<file path="config.mk">
export PLATFORM = sky130hd
export DESIGN_NAME = ulpi_link_top
export DESIGN_NICKNAME = d
export VERILOG_FILES = /design/src/link_pkg.sv /design/src/ulpi_pkg.sv /design/src/ulpi_bus_ctrl.sv /design/src/ulpi_link_top.sv /design/src/ulpi_reg_read.sv /design/src/ulpi_reg_write.sv /design/src/ulpi_wb_front.sv
export VERILOG_INCLUDE_DIRS = /design/src
export SDC_FILE = /design/constraint.sdc
export NUM_CORES = 1
export LEC_CHECK = 0
export ABC_CLOCK_PERIOD_IN_PS = 3100
export BUFFER_PORTS_ARGS = -buffer_cell sky130_fd_sc_hd__clkbuf_2
export CORE_ASPECT_RATIO = 1.2
export CORE_MARGIN = 8
export CORE_UTILIZATION = 47
export DETAILED_ROUTE_END_ITERATION = 8
export PLACE_DENSITY = 0.68
export SYNTH_ARGS = -nofsm -noshare
export SYNTH_HDL_FRONTEND = slang
export SYNTH_SLANG_ARGS = --single-unit
</file>
<file path="constraint.sdc">
create_clock -name clk -period 3.1 [get_ports clk]
set_input_delay 0.93 -clock clk [delete_from_list [all_inputs] [get_ports clk]]
set_output_delay 0.93 -clock clk [all_outputs]
set_load 0.1 [all_outputs]
</file>
<file path="src/ulpi_config.svh">
/*
 * ULPI link widths and address map
 */
`ifndef ULPI_CONFIG_SVH
`define ULPI_CONFIG_SVH

// ULPI data bus and register data width
`define ULPI_DATA_W 8

// Immediate register address, 64 registers
`define ULPI_ADDR_W 6

// Host bus address width
`define WB_ADR_W 8

// Read-only byte holding the last RX CMD from the PHY
// Sits just above the PHY register window
`define LINK_STATUS_ADR 8'h40

`endif

</file>
<file path="src/link_pkg.sv">
/*
 * Link-side types
 * Register requests from the host stage and controller states
 */
`include "ulpi_config.svh"

package link_pkg;

    typedef enum logic {
        OP_REG_WRITE,
        OP_REG_READ
    } link_op_e;

    // Held by the front until done comes back
    typedef struct packed {
        logic                    valid;
        link_op_e                op;
        logic [`ULPI_ADDR_W-1:0] addr;
        logic [`ULPI_DATA_W-1:0] wdata;
    } reg_req_t;

    typedef struct packed {
        logic                    done;  // One cycle, ends the request
        logic [`ULPI_DATA_W-1:0] rdata; // Meaningful for reads only
    } reg_rsp_t;

    typedef enum logic [1:0] {
        CTRL_IDLE,
        CTRL_REG_WRITE,
        CTRL_REG_READ,
        CTRL_RECV // PHY owns the bus
    } ctrl_state_e;

endpackage

</file>
<file path="src/ulpi_pkg.sv">
/*
 * ULPI pin-level types
 * TX CMD opcodes and the bundles driven by each side of the bus
 */
`include "ulpi_config.svh"

package ulpi_pkg;

    // Top two bits of a TX CMD byte
    typedef enum logic [1:0] {
        CMD_SPECIAL   = 2'b00, // NOOPID and friends
        CMD_TRANSMIT  = 2'b01, // Packet transmit, unused here
        CMD_REG_WRITE = 2'b10,
        CMD_REG_READ  = 2'b11
    } ulpi_cmd_e;

    // Link side of the bus
    typedef struct packed {
        logic [`ULPI_DATA_W-1:0] data; // Valid only with oe
        logic                    oe;   // Link owns data pins
        logic                    stp;  // End of link transfer
    } ulpi_tx_t;

    // PHY side of the bus
    typedef struct packed {
        logic                    dir;  // PHY owns data pins
        logic                    nxt;  // PHY throttle
        logic [`ULPI_DATA_W-1:0] data;
    } ulpi_rx_t;

endpackage

</file>
<file path="src/ulpi_bus_ctrl.sv">
/*
 * ULPI bus controller
 * Arbitrates host requests against PHY turnarounds, retries aborted commands
 */
`timescale 1ns/10ps
`include "ulpi_config.svh"

module ulpi_bus_ctrl (
    input  logic                    clk,
    input  logic                    rst,
    input  link_pkg::reg_req_t      req,
    output link_pkg::reg_rsp_t      rsp,
    output logic                    rxcmd_valid,
    output logic [`ULPI_DATA_W-1:0] rxcmd,
    input  ulpi_pkg::ulpi_rx_t      rx,
    output ulpi_pkg::ulpi_tx_t      tx,
    output logic                    wr_start,
    output logic                    rd_start,
    input  ulpi_pkg::ulpi_tx_t      wr_tx,
    input  ulpi_pkg::ulpi_tx_t      rd_tx,
    input  logic                    wr_done,
    input  logic                    rd_done,
    input  logic                    wr_abort,
    input  logic                    rd_abort,
    input  logic [`ULPI_DATA_W-1:0] rd_data
);

    link_pkg::ctrl_state_e state;
    logic                  dir_q;     // dir of the previous cycle
    logic                  can_issue;
    logic                  rx_byte;   // RX CMD byte on the pins, turnaround skipped

    // PHY wins over the host, so dir blocks a start
    assign can_issue = (state == link_pkg::CTRL_IDLE) && !rx.dir && req.valid;
    assign wr_start  = can_issue && (req.op == link_pkg::OP_REG_WRITE);
    assign rd_start  = can_issue && (req.op == link_pkg::OP_REG_READ);

    assign rx_byte = (state == link_pkg::CTRL_RECV) && rx.dir && !rx.nxt && dir_q;

    always_ff @(posedge clk) begin
        if (rst) begin
            state       <= link_pkg::CTRL_IDLE;
            dir_q       <= 1'b0;
            rxcmd_valid <= 1'b0;
        end else begin
            dir_q       <= rx.dir;
            rxcmd_valid <= rx_byte;
            case (state)
                link_pkg::CTRL_IDLE: begin
                    if (rx.dir)
                        state <= link_pkg::CTRL_RECV;      // PHY turnaround
                    else if (wr_start)
                        state <= link_pkg::CTRL_REG_WRITE;
                    else if (rd_start)
                        state <= link_pkg::CTRL_REG_READ;
                end
                link_pkg::CTRL_REG_WRITE: begin
                    if (wr_abort)
                        state <= link_pkg::CTRL_RECV; // req stays valid, reissued from idle
                    else if (wr_done)
                        state <= link_pkg::CTRL_IDLE;
                end
                link_pkg::CTRL_REG_READ: begin
                    if (rd_abort)
                        state <= link_pkg::CTRL_RECV;
                    else if (rd_done)
                        state <= link_pkg::CTRL_IDLE;
                end
                link_pkg::CTRL_RECV: begin
                    if (!rx.dir)
                        state <= link_pkg::CTRL_IDLE;
                end
                default: state <= link_pkg::CTRL_IDLE;
            endcase
        end
    end

    // Captured byte, qualified by rxcmd_valid
    always_ff @(posedge clk) begin
        if (rx_byte)
            rxcmd <= rx.data;
    end

    // Only the owning sequencer reaches the pins
    always_comb begin
        case (state)
            link_pkg::CTRL_REG_WRITE: tx = wr_tx;
            link_pkg::CTRL_REG_READ:  tx = rd_tx;
            default:                  tx = '0;
        endcase
    end

    // Same cycle as done, so the front never sees a stale valid in idle
    always_comb begin
        rsp.done  = ((state == link_pkg::CTRL_REG_WRITE) && wr_done) ||
                    ((state == link_pkg::CTRL_REG_READ) && rd_done);
        rsp.rdata = rd_data;
    end

endmodule

</file>
<file path="src/ulpi_link_top.sv">
/*
 * ULPI link controller top
 * Wishbone front, bus controller and register sequencers
 */
`timescale 1ns/10ps
`include "ulpi_config.svh"

module ulpi_link_top (
    input  logic                    clk,
    input  logic                    rst,
    input  logic                    wb_cyc,
    input  logic                    wb_stb,
    input  logic                    wb_we,
    input  logic [`WB_ADR_W-1:0]    wb_adr,
    input  logic [`ULPI_DATA_W-1:0] wb_dat_w,
    output logic [`ULPI_DATA_W-1:0] wb_dat_r,
    output logic                    wb_ack,
    input  logic                    ulpi_dir,
    input  logic                    ulpi_nxt,
    input  logic [`ULPI_DATA_W-1:0] ulpi_data_in,
    output logic [`ULPI_DATA_W-1:0] ulpi_data_out,
    output logic                    ulpi_data_oe,
    output logic                    ulpi_stp
);

    link_pkg::reg_req_t      req;
    link_pkg::reg_rsp_t      rsp;
    ulpi_pkg::ulpi_rx_t      rx;
    ulpi_pkg::ulpi_tx_t      tx;
    ulpi_pkg::ulpi_tx_t      wr_tx;
    ulpi_pkg::ulpi_tx_t      rd_tx;
    logic                    rxcmd_valid;
    logic [`ULPI_DATA_W-1:0] rxcmd;
    logic                    wr_start;
    logic                    rd_start;
    logic                    wr_done;
    logic                    rd_done;
    logic                    wr_abort;
    logic                    rd_abort;
    logic [`ULPI_DATA_W-1:0] rd_data;

    // Pin bundles
    assign rx            = '{dir: ulpi_dir, nxt: ulpi_nxt, data: ulpi_data_in};
    assign ulpi_data_out = tx.data;
    assign ulpi_data_oe  = tx.oe;
    assign ulpi_stp      = tx.stp;

    ulpi_wb_front ulpi_wb_front_inst (
        .clk(clk), .rst(rst),
        .wb_cyc(wb_cyc), .wb_stb(wb_stb), .wb_we(wb_we), .wb_adr(wb_adr),
        .wb_dat_w(wb_dat_w), .wb_dat_r(wb_dat_r), .wb_ack(wb_ack),
        .req(req), .rsp(rsp), .rxcmd_valid(rxcmd_valid), .rxcmd(rxcmd)
    );

    ulpi_bus_ctrl ulpi_bus_ctrl_inst (
        .clk(clk), .rst(rst), .req(req), .rsp(rsp),
        .rxcmd_valid(rxcmd_valid), .rxcmd(rxcmd), .rx(rx), .tx(tx),
        .wr_start(wr_start), .rd_start(rd_start), .wr_tx(wr_tx), .rd_tx(rd_tx),
        .wr_done(wr_done), .rd_done(rd_done), .wr_abort(wr_abort),
        .rd_abort(rd_abort), .rd_data(rd_data)
    );

    // Address and data come straight from the held request
    ulpi_reg_write ulpi_reg_write_inst (
        .clk(clk), .rst(rst), .start(wr_start), .addr(req.addr), .wdata(req.wdata),
        .rx(rx), .tx(wr_tx), .done(wr_done), .abort(wr_abort)
    );

    ulpi_reg_read ulpi_reg_read_inst (
        .clk(clk), .rst(rst), .start(rd_start), .addr(req.addr), .rx(rx),
        .tx(rd_tx), .rdata(rd_data), .done(rd_done), .abort(rd_abort)
    );

endmodule

</file>
<file path="src/ulpi_reg_read.sv">
/*
 * ULPI register read sequencer
 * TX CMD until NXT, bus turnaround, data capture, wait for the PHY to release
 */
`timescale 1ns/10ps
`include "ulpi_config.svh"

module ulpi_reg_read (
    input  logic                    clk,
    input  logic                    rst,
    input  logic                    start,
    input  logic [`ULPI_ADDR_W-1:0] addr,
    input  ulpi_pkg::ulpi_rx_t      rx,
    output ulpi_pkg::ulpi_tx_t      tx,
    output logic [`ULPI_DATA_W-1:0] rdata,
    output logic                    done,
    output logic                    abort
);

    typedef enum logic [2:0] {
        RD_IDLE,
        RD_CMD,  // TX CMD on the bus
        RD_TURN, // dir rising, nobody drives
        RD_CAPT, // Register data from the PHY
        RD_WAIT  // PHY hands the bus back
    } rd_state_e;

    rd_state_e state;

    assign abort = (state == RD_CMD) && rx.dir;

    always_ff @(posedge clk) begin
        if (rst) begin
            state <= RD_IDLE;
            tx    <= '0;
            done  <= 1'b0;
        end else begin
            done <= 1'b0;
            case (state)
                RD_IDLE: begin
                    if (start) begin
                        tx.data <= {ulpi_pkg::CMD_REG_READ, addr};
                        tx.oe   <= 1'b1;
                        tx.stp  <= 1'b0;
                        state   <= RD_CMD;
                    end
                end
                RD_CMD: begin
                    if (rx.dir) begin
                        tx    <= '0;
                        state <= RD_IDLE;
                    end else if (rx.nxt) begin
                        tx    <= '0; // Release for turnaround
                        state <= RD_TURN;
                    end
                end
                RD_TURN: state <= RD_CAPT;
                RD_CAPT: state <= RD_WAIT;
                RD_WAIT: begin
                    if (!rx.dir) begin
                        done  <= 1'b1;
                        state <= RD_IDLE;
                    end
                end
                default: state <= RD_IDLE;
            endcase
        end
    end

    // Data byte follows the turnaround cycle
    always_ff @(posedge clk) begin
        if (state == RD_CAPT)
            rdata <= rx.data;
    end

endmodule

</file>
<file path="src/ulpi_reg_write.sv">
/*
 * ULPI register write sequencer
 * TX CMD, data byte, then one STP cycle, each paced by NXT
 */
`timescale 1ns/10ps
`include "ulpi_config.svh"

module ulpi_reg_write (
    input  logic                    clk,
    input  logic                    rst,
    input  logic                    start,
    input  logic [`ULPI_ADDR_W-1:0] addr,
    input  logic [`ULPI_DATA_W-1:0] wdata,
    input  ulpi_pkg::ulpi_rx_t      rx,
    output ulpi_pkg::ulpi_tx_t      tx,
    output logic                    done,
    output logic                    abort
);

    typedef enum logic [1:0] {
        WR_IDLE,
        WR_CMD,  // TX CMD on the bus
        WR_DATA, // Register data on the bus
        WR_STP
    } wr_state_e;

    wr_state_e state;

    // PHY took the bus before accepting the command
    assign abort = (state == WR_CMD) && rx.dir;

    always_ff @(posedge clk) begin
        if (rst) begin
            state <= WR_IDLE;
            tx    <= '0;
            done  <= 1'b0;
        end else begin
            done <= 1'b0;
            case (state)
                WR_IDLE: begin
                    if (start) begin
                        tx.data <= {ulpi_pkg::CMD_REG_WRITE, addr};
                        tx.oe   <= 1'b1;
                        tx.stp  <= 1'b0;
                        state   <= WR_CMD;
                    end
                end
                WR_CMD: begin
                    if (rx.dir) begin
                        tx    <= '0; // Release at once
                        state <= WR_IDLE;
                    end else if (rx.nxt) begin
                        tx.data <= wdata;
                        state   <= WR_DATA;
                    end
                end
                WR_DATA: begin
                    if (rx.nxt) begin
                        tx.data <= '0;
                        tx.stp  <= 1'b1;
                        done    <= 1'b1; // Lines up with the STP cycle
                        state   <= WR_STP;
                    end
                end
                WR_STP: begin
                    tx    <= '0;
                    state <= WR_IDLE;
                end
                default: state <= WR_IDLE;
            endcase
        end
    end

endmodule

</file>
<file path="src/ulpi_wb_front.sv">
/*
 * Wishbone classic slave front end of the ULPI link
 * Turns bus cycles into register requests, serves the RX CMD status locally
 */
`timescale 1ns/10ps
`include "ulpi_config.svh"

module ulpi_wb_front (
    input  logic                    clk,
    input  logic                    rst,
    input  logic                    wb_cyc,
    input  logic                    wb_stb,
    input  logic                    wb_we,
    input  logic [`WB_ADR_W-1:0]    wb_adr,
    input  logic [`ULPI_DATA_W-1:0] wb_dat_w,
    output logic [`ULPI_DATA_W-1:0] wb_dat_r,
    output logic                    wb_ack,
    output link_pkg::reg_req_t      req,
    input  link_pkg::reg_rsp_t      rsp,
    input  logic                    rxcmd_valid,
    input  logic [`ULPI_DATA_W-1:0] rxcmd
);

    logic                    active;     // Cycle accepted, reply pending
    logic                    local_pend; // Reply served here, ack next cycle
    logic [`ULPI_DATA_W-1:0] status_q;   // Last RX CMD byte
    logic                    is_phy;
    logic                    is_status;

    // PHY window needs the bits above the register address clear
    assign is_phy    = (wb_adr[`WB_ADR_W-1:`ULPI_ADDR_W] == '0);
    assign is_status = (wb_adr == `LINK_STATUS_ADR);

    always_ff @(posedge clk) begin
        if (rst) begin
            active     <= 1'b0;
            local_pend <= 1'b0;
            status_q   <= '0;
            req        <= '0;
            wb_ack     <= 1'b0;
            wb_dat_r   <= '0;
        end else begin
            wb_ack <= 1'b0; // Single-cycle pulse
            if (rxcmd_valid)
                status_q <= rxcmd;

            // Ack cycle still has stb high, so skip it
            if (wb_cyc && wb_stb && !active && !wb_ack) begin
                active <= 1'b1;
                if (is_phy) begin
                    req.valid <= 1'b1;
                    req.op    <= wb_we ? link_pkg::OP_REG_WRITE : link_pkg::OP_REG_READ;
                    req.addr  <= wb_adr[`ULPI_ADDR_W-1:0];
                    req.wdata <= wb_dat_w;
                end else begin
                    local_pend <= 1'b1;
                    // Status writes and unmapped accesses have no effect
                    wb_dat_r   <= (is_status && !wb_we) ? status_q : '0;
                end
            end

            if (local_pend) begin
                local_pend <= 1'b0;
                wb_ack     <= 1'b1;
                active     <= 1'b0;
            end

            if (rsp.done) begin
                req.valid <= 1'b0; // Drops the cycle after done
                wb_ack    <= 1'b1;
                wb_dat_r  <= rsp.rdata;
                active    <= 1'b0;
            end
        end
    end

endmodule
</file>
==> impl_metrics.ini <==
[global_routing]
grt_max_degree = 50
grt_pass1_vias = 2663
grt_pass1_wl_um = 13000
antenna_found_initial = 0
grt_usage_pct = 16.1
overflow = 0

[synthesis]
synth-async-reset-ratio_pct = 0
avgSynthCellArea_um2 = 9.74
yosysSeqAreaShare_pct = 51.6
yosysWarnings = 0
postSynthCellCount = 347
yosysTopAreaCellShare_pct = 37.3
synth_ff_type = dfxtp_1
ys_types = 45
synth_area_um2 = 3380
yosysTopAreaCell = dfxtp_1
synthTopCellsByArea = dfxtp_1 (37%), edfxtp_1 (14%), mux2i_1 (5.3%)
synth-seq-cells = 79
synth_edf_count = 16
syn-num-nets = 383

[timing]
rsz0062_at_grt = no
slew_headroom_pct = 48.6
final-hold-violation-count = 0
fin_worst_skew_ps = 13.9
fmax_ghz = 0.340
tightest_slew_ps = 765
setup_slack_ps = 157
final_max_slew_viol_count = 0
finalCritPeriodShare_pct = 94.9
finalSetupViolCount = 0
fin_crit_ps = 2940
fin_tns_setup_ps = 0

[cts]
cts_tree = yes
clkLatencyLatePin_ps = 350
root_buffer = clkbuf_8
cts_resized = 0
cts_max_level = 3
post_cts_buffers = 0
postCtsHoldBufs = 0
numCtsBuffers = 9
clock_sinks = 79
cts_buffer_depth = 2
path_clk_slew_ps = 90

[floorplan]
fp.dieArea_um2 = 10200
die_w_um = 93.4
die_h_um = 109
initial_core_util_pct = 47.6
core_um2 = 7100
io_pins = 50
rows = 34

[worst_setup_path]
critPathSlowestCell = clkbuf_2
crit_required_ps = 2170
path_class = flip-flop to output pin
cp-end-kind = output pin
critPathLaunchType = flip-flop
max_stage_delay_ps = 460
crit_chain = inv_1 > ha_1 > nand2_1 > a21boi_2 > clkbuf_2
worst_ep_arrival_time_ps = 2010
worstPathMaxFanout = 11

[drt]
drtIter0Drc = 130
via_count = 2659
drt-total-wl_um = 7850
wl_per_cell_um = 16.2
drc_errors = 0
firstDrtPassIters = 4
final_antenna_net_count = 0
via_per_inst = 5.47

[power_and_ir_drop]
p_leak_nw = 1.41
power_density_nw_per_um2 = 523
peakVddDrop_uv = 326

[layout]
antennaDiodeCount = 0
final_cell_mix = dfxtp_1 (63), clkbuf_2 (48), nand2_1 (43)
nets = 427
n_fill_cell = 663
synthToLayoutAreaGrowth_pct = 15.6
layout-drive-gt1-share_pct = 22.7
final_common_cell = dfxtp_1

[placement]
hpwl_um = 5440
numPortBuffers = 49
gp_congestion = 0.859
place_ws_ps = 514

[worst_hold_path]
min-delay-path-class = flip-flop to flip-flop

[run_status]
status = finished clean

[job]
cap_viol_max_count = 0
[final timing paths]
path	end	depth (start not counted)	from	slack, ps
min	ulpi_wb_front_inst.req[2]	2	ulpi_wb_front_inst.req[2]	460
min reg2reg	ulpi_wb_front_inst.req[2]	2	ulpi_wb_front_inst.req[2]	460
max reg2reg	ulpi_wb_front_inst.wb_dat_r[4]	6	ulpi_bus_ctrl_inst.state[0]	1140
max	ulpi_data_out[7]	5	ulpi_bus_ctrl_inst.state[0]	160
[logic make-up after synthesis]
kind of cell | Yosys count | share of synthesized area [%]
and+or+nand+nor | 138 | 22.1
DFF | 79 | 51.6
AOI/OAI and AO/OA | 78 | 15.7
buffers and inverters | 29 | 3.44
muxes | 18 | 5.33
adders and majority gates | 5 | 1.85
[area by class of cell]
type	instances	area [µm²]	share of cell area (%)
tap	90	113	2.88
clock buffer	9	124	3.17
multi-input combinational	239	1550	39.7
timing repair buffer	56	298	7.63
clock inverter	7	56.3	1.44
sequential	79	1740	44.6
inverter	6	22.5	0.577
[layer usage]
metal  vias to the layer above  GRT usage (%)  part of all wire (%)  wire [µm]
met5                         -              0                     0          0
met4                         0           5.54                  0.51         40
met3                         4           4.20                   4.6        361
met2                        54           26.8                    49       3880
met1                      1288           19.6                    46       3570
li1                       1313              -                     -          -
[sequential cells by signal, summed over array words and instances (netlist names), 2 cells and up, named ones only]
signal,count
ulpi_wb_front_inst.req,16
ulpi_reg_write_inst.tx,10
ulpi_bus_ctrl_inst.rxcmd,8
ulpi_reg_read_inst.rdata,8
ulpi_wb_front_inst.status_q,8
ulpi_wb_front_inst.wb_dat_r,8
ulpi_reg_read_inst.tx,7
ulpi_reg_read_inst.state,3
ulpi_bus_ctrl_inst.state,2
[report_power, final]
| part | switching, W | internal [W] |
|---|---|---|
| Clock | 0.000400 | 0.000300 |
| Sequential | 0.0000173 | 0.00107 |
| Combinational | 0.000144 | 0.000115 |
[per-stage QoR]
stage	total power [W]	hold slack [ps]	instances	instance area, µm²	util (%)
after detailed placement	0.00136	445	470	3720	52.4
final	0.00204	461	486	3900	54.9
after floorplan	0.00129	415	347	3400	-
after global placement	0.00135	442	470	3720	52.4
after global routing	0.00213	488	486	3900	54.9
after CTS	0.00206	463	486	3900	54.9
[cell usage after synthesis (2+ instances only)]
cell type	number
o21bai_1	2
dfxtp_1	63
nand3_1	9
nand3b_1	9
o21ai_0	4
nor3b_1	8
nor4b_1	2
a211oi_1	4
a21oi_1	35
nand2_1	43
nor2b_1	8
clkbuf_1	17
inv_1	6
a2bb2oi_1	8
ha_1	5
mux2i_1	18
a22o_1	7
a22oi_1	6
edfxtp_1	16
nor3_1	3
a21boi_0	3
nor2_1	30
nand2b_1	14
buf_2	5
nor4_2	2
[critical path, delay by kind of cell (launching register included)]
| family | cells | cell delay, ps |
|---|---|---|
| DFF | 1 | 350 |
| and+or+nand+nor | 1 | 200 |
| AOI/OAI and AO/OA | 1 | 150 |
| adders and majority gates | 1 | 400 |
| buffers and inverters | 2 | 570 |
Note: power is estimated with default switching activity, not from simulation.
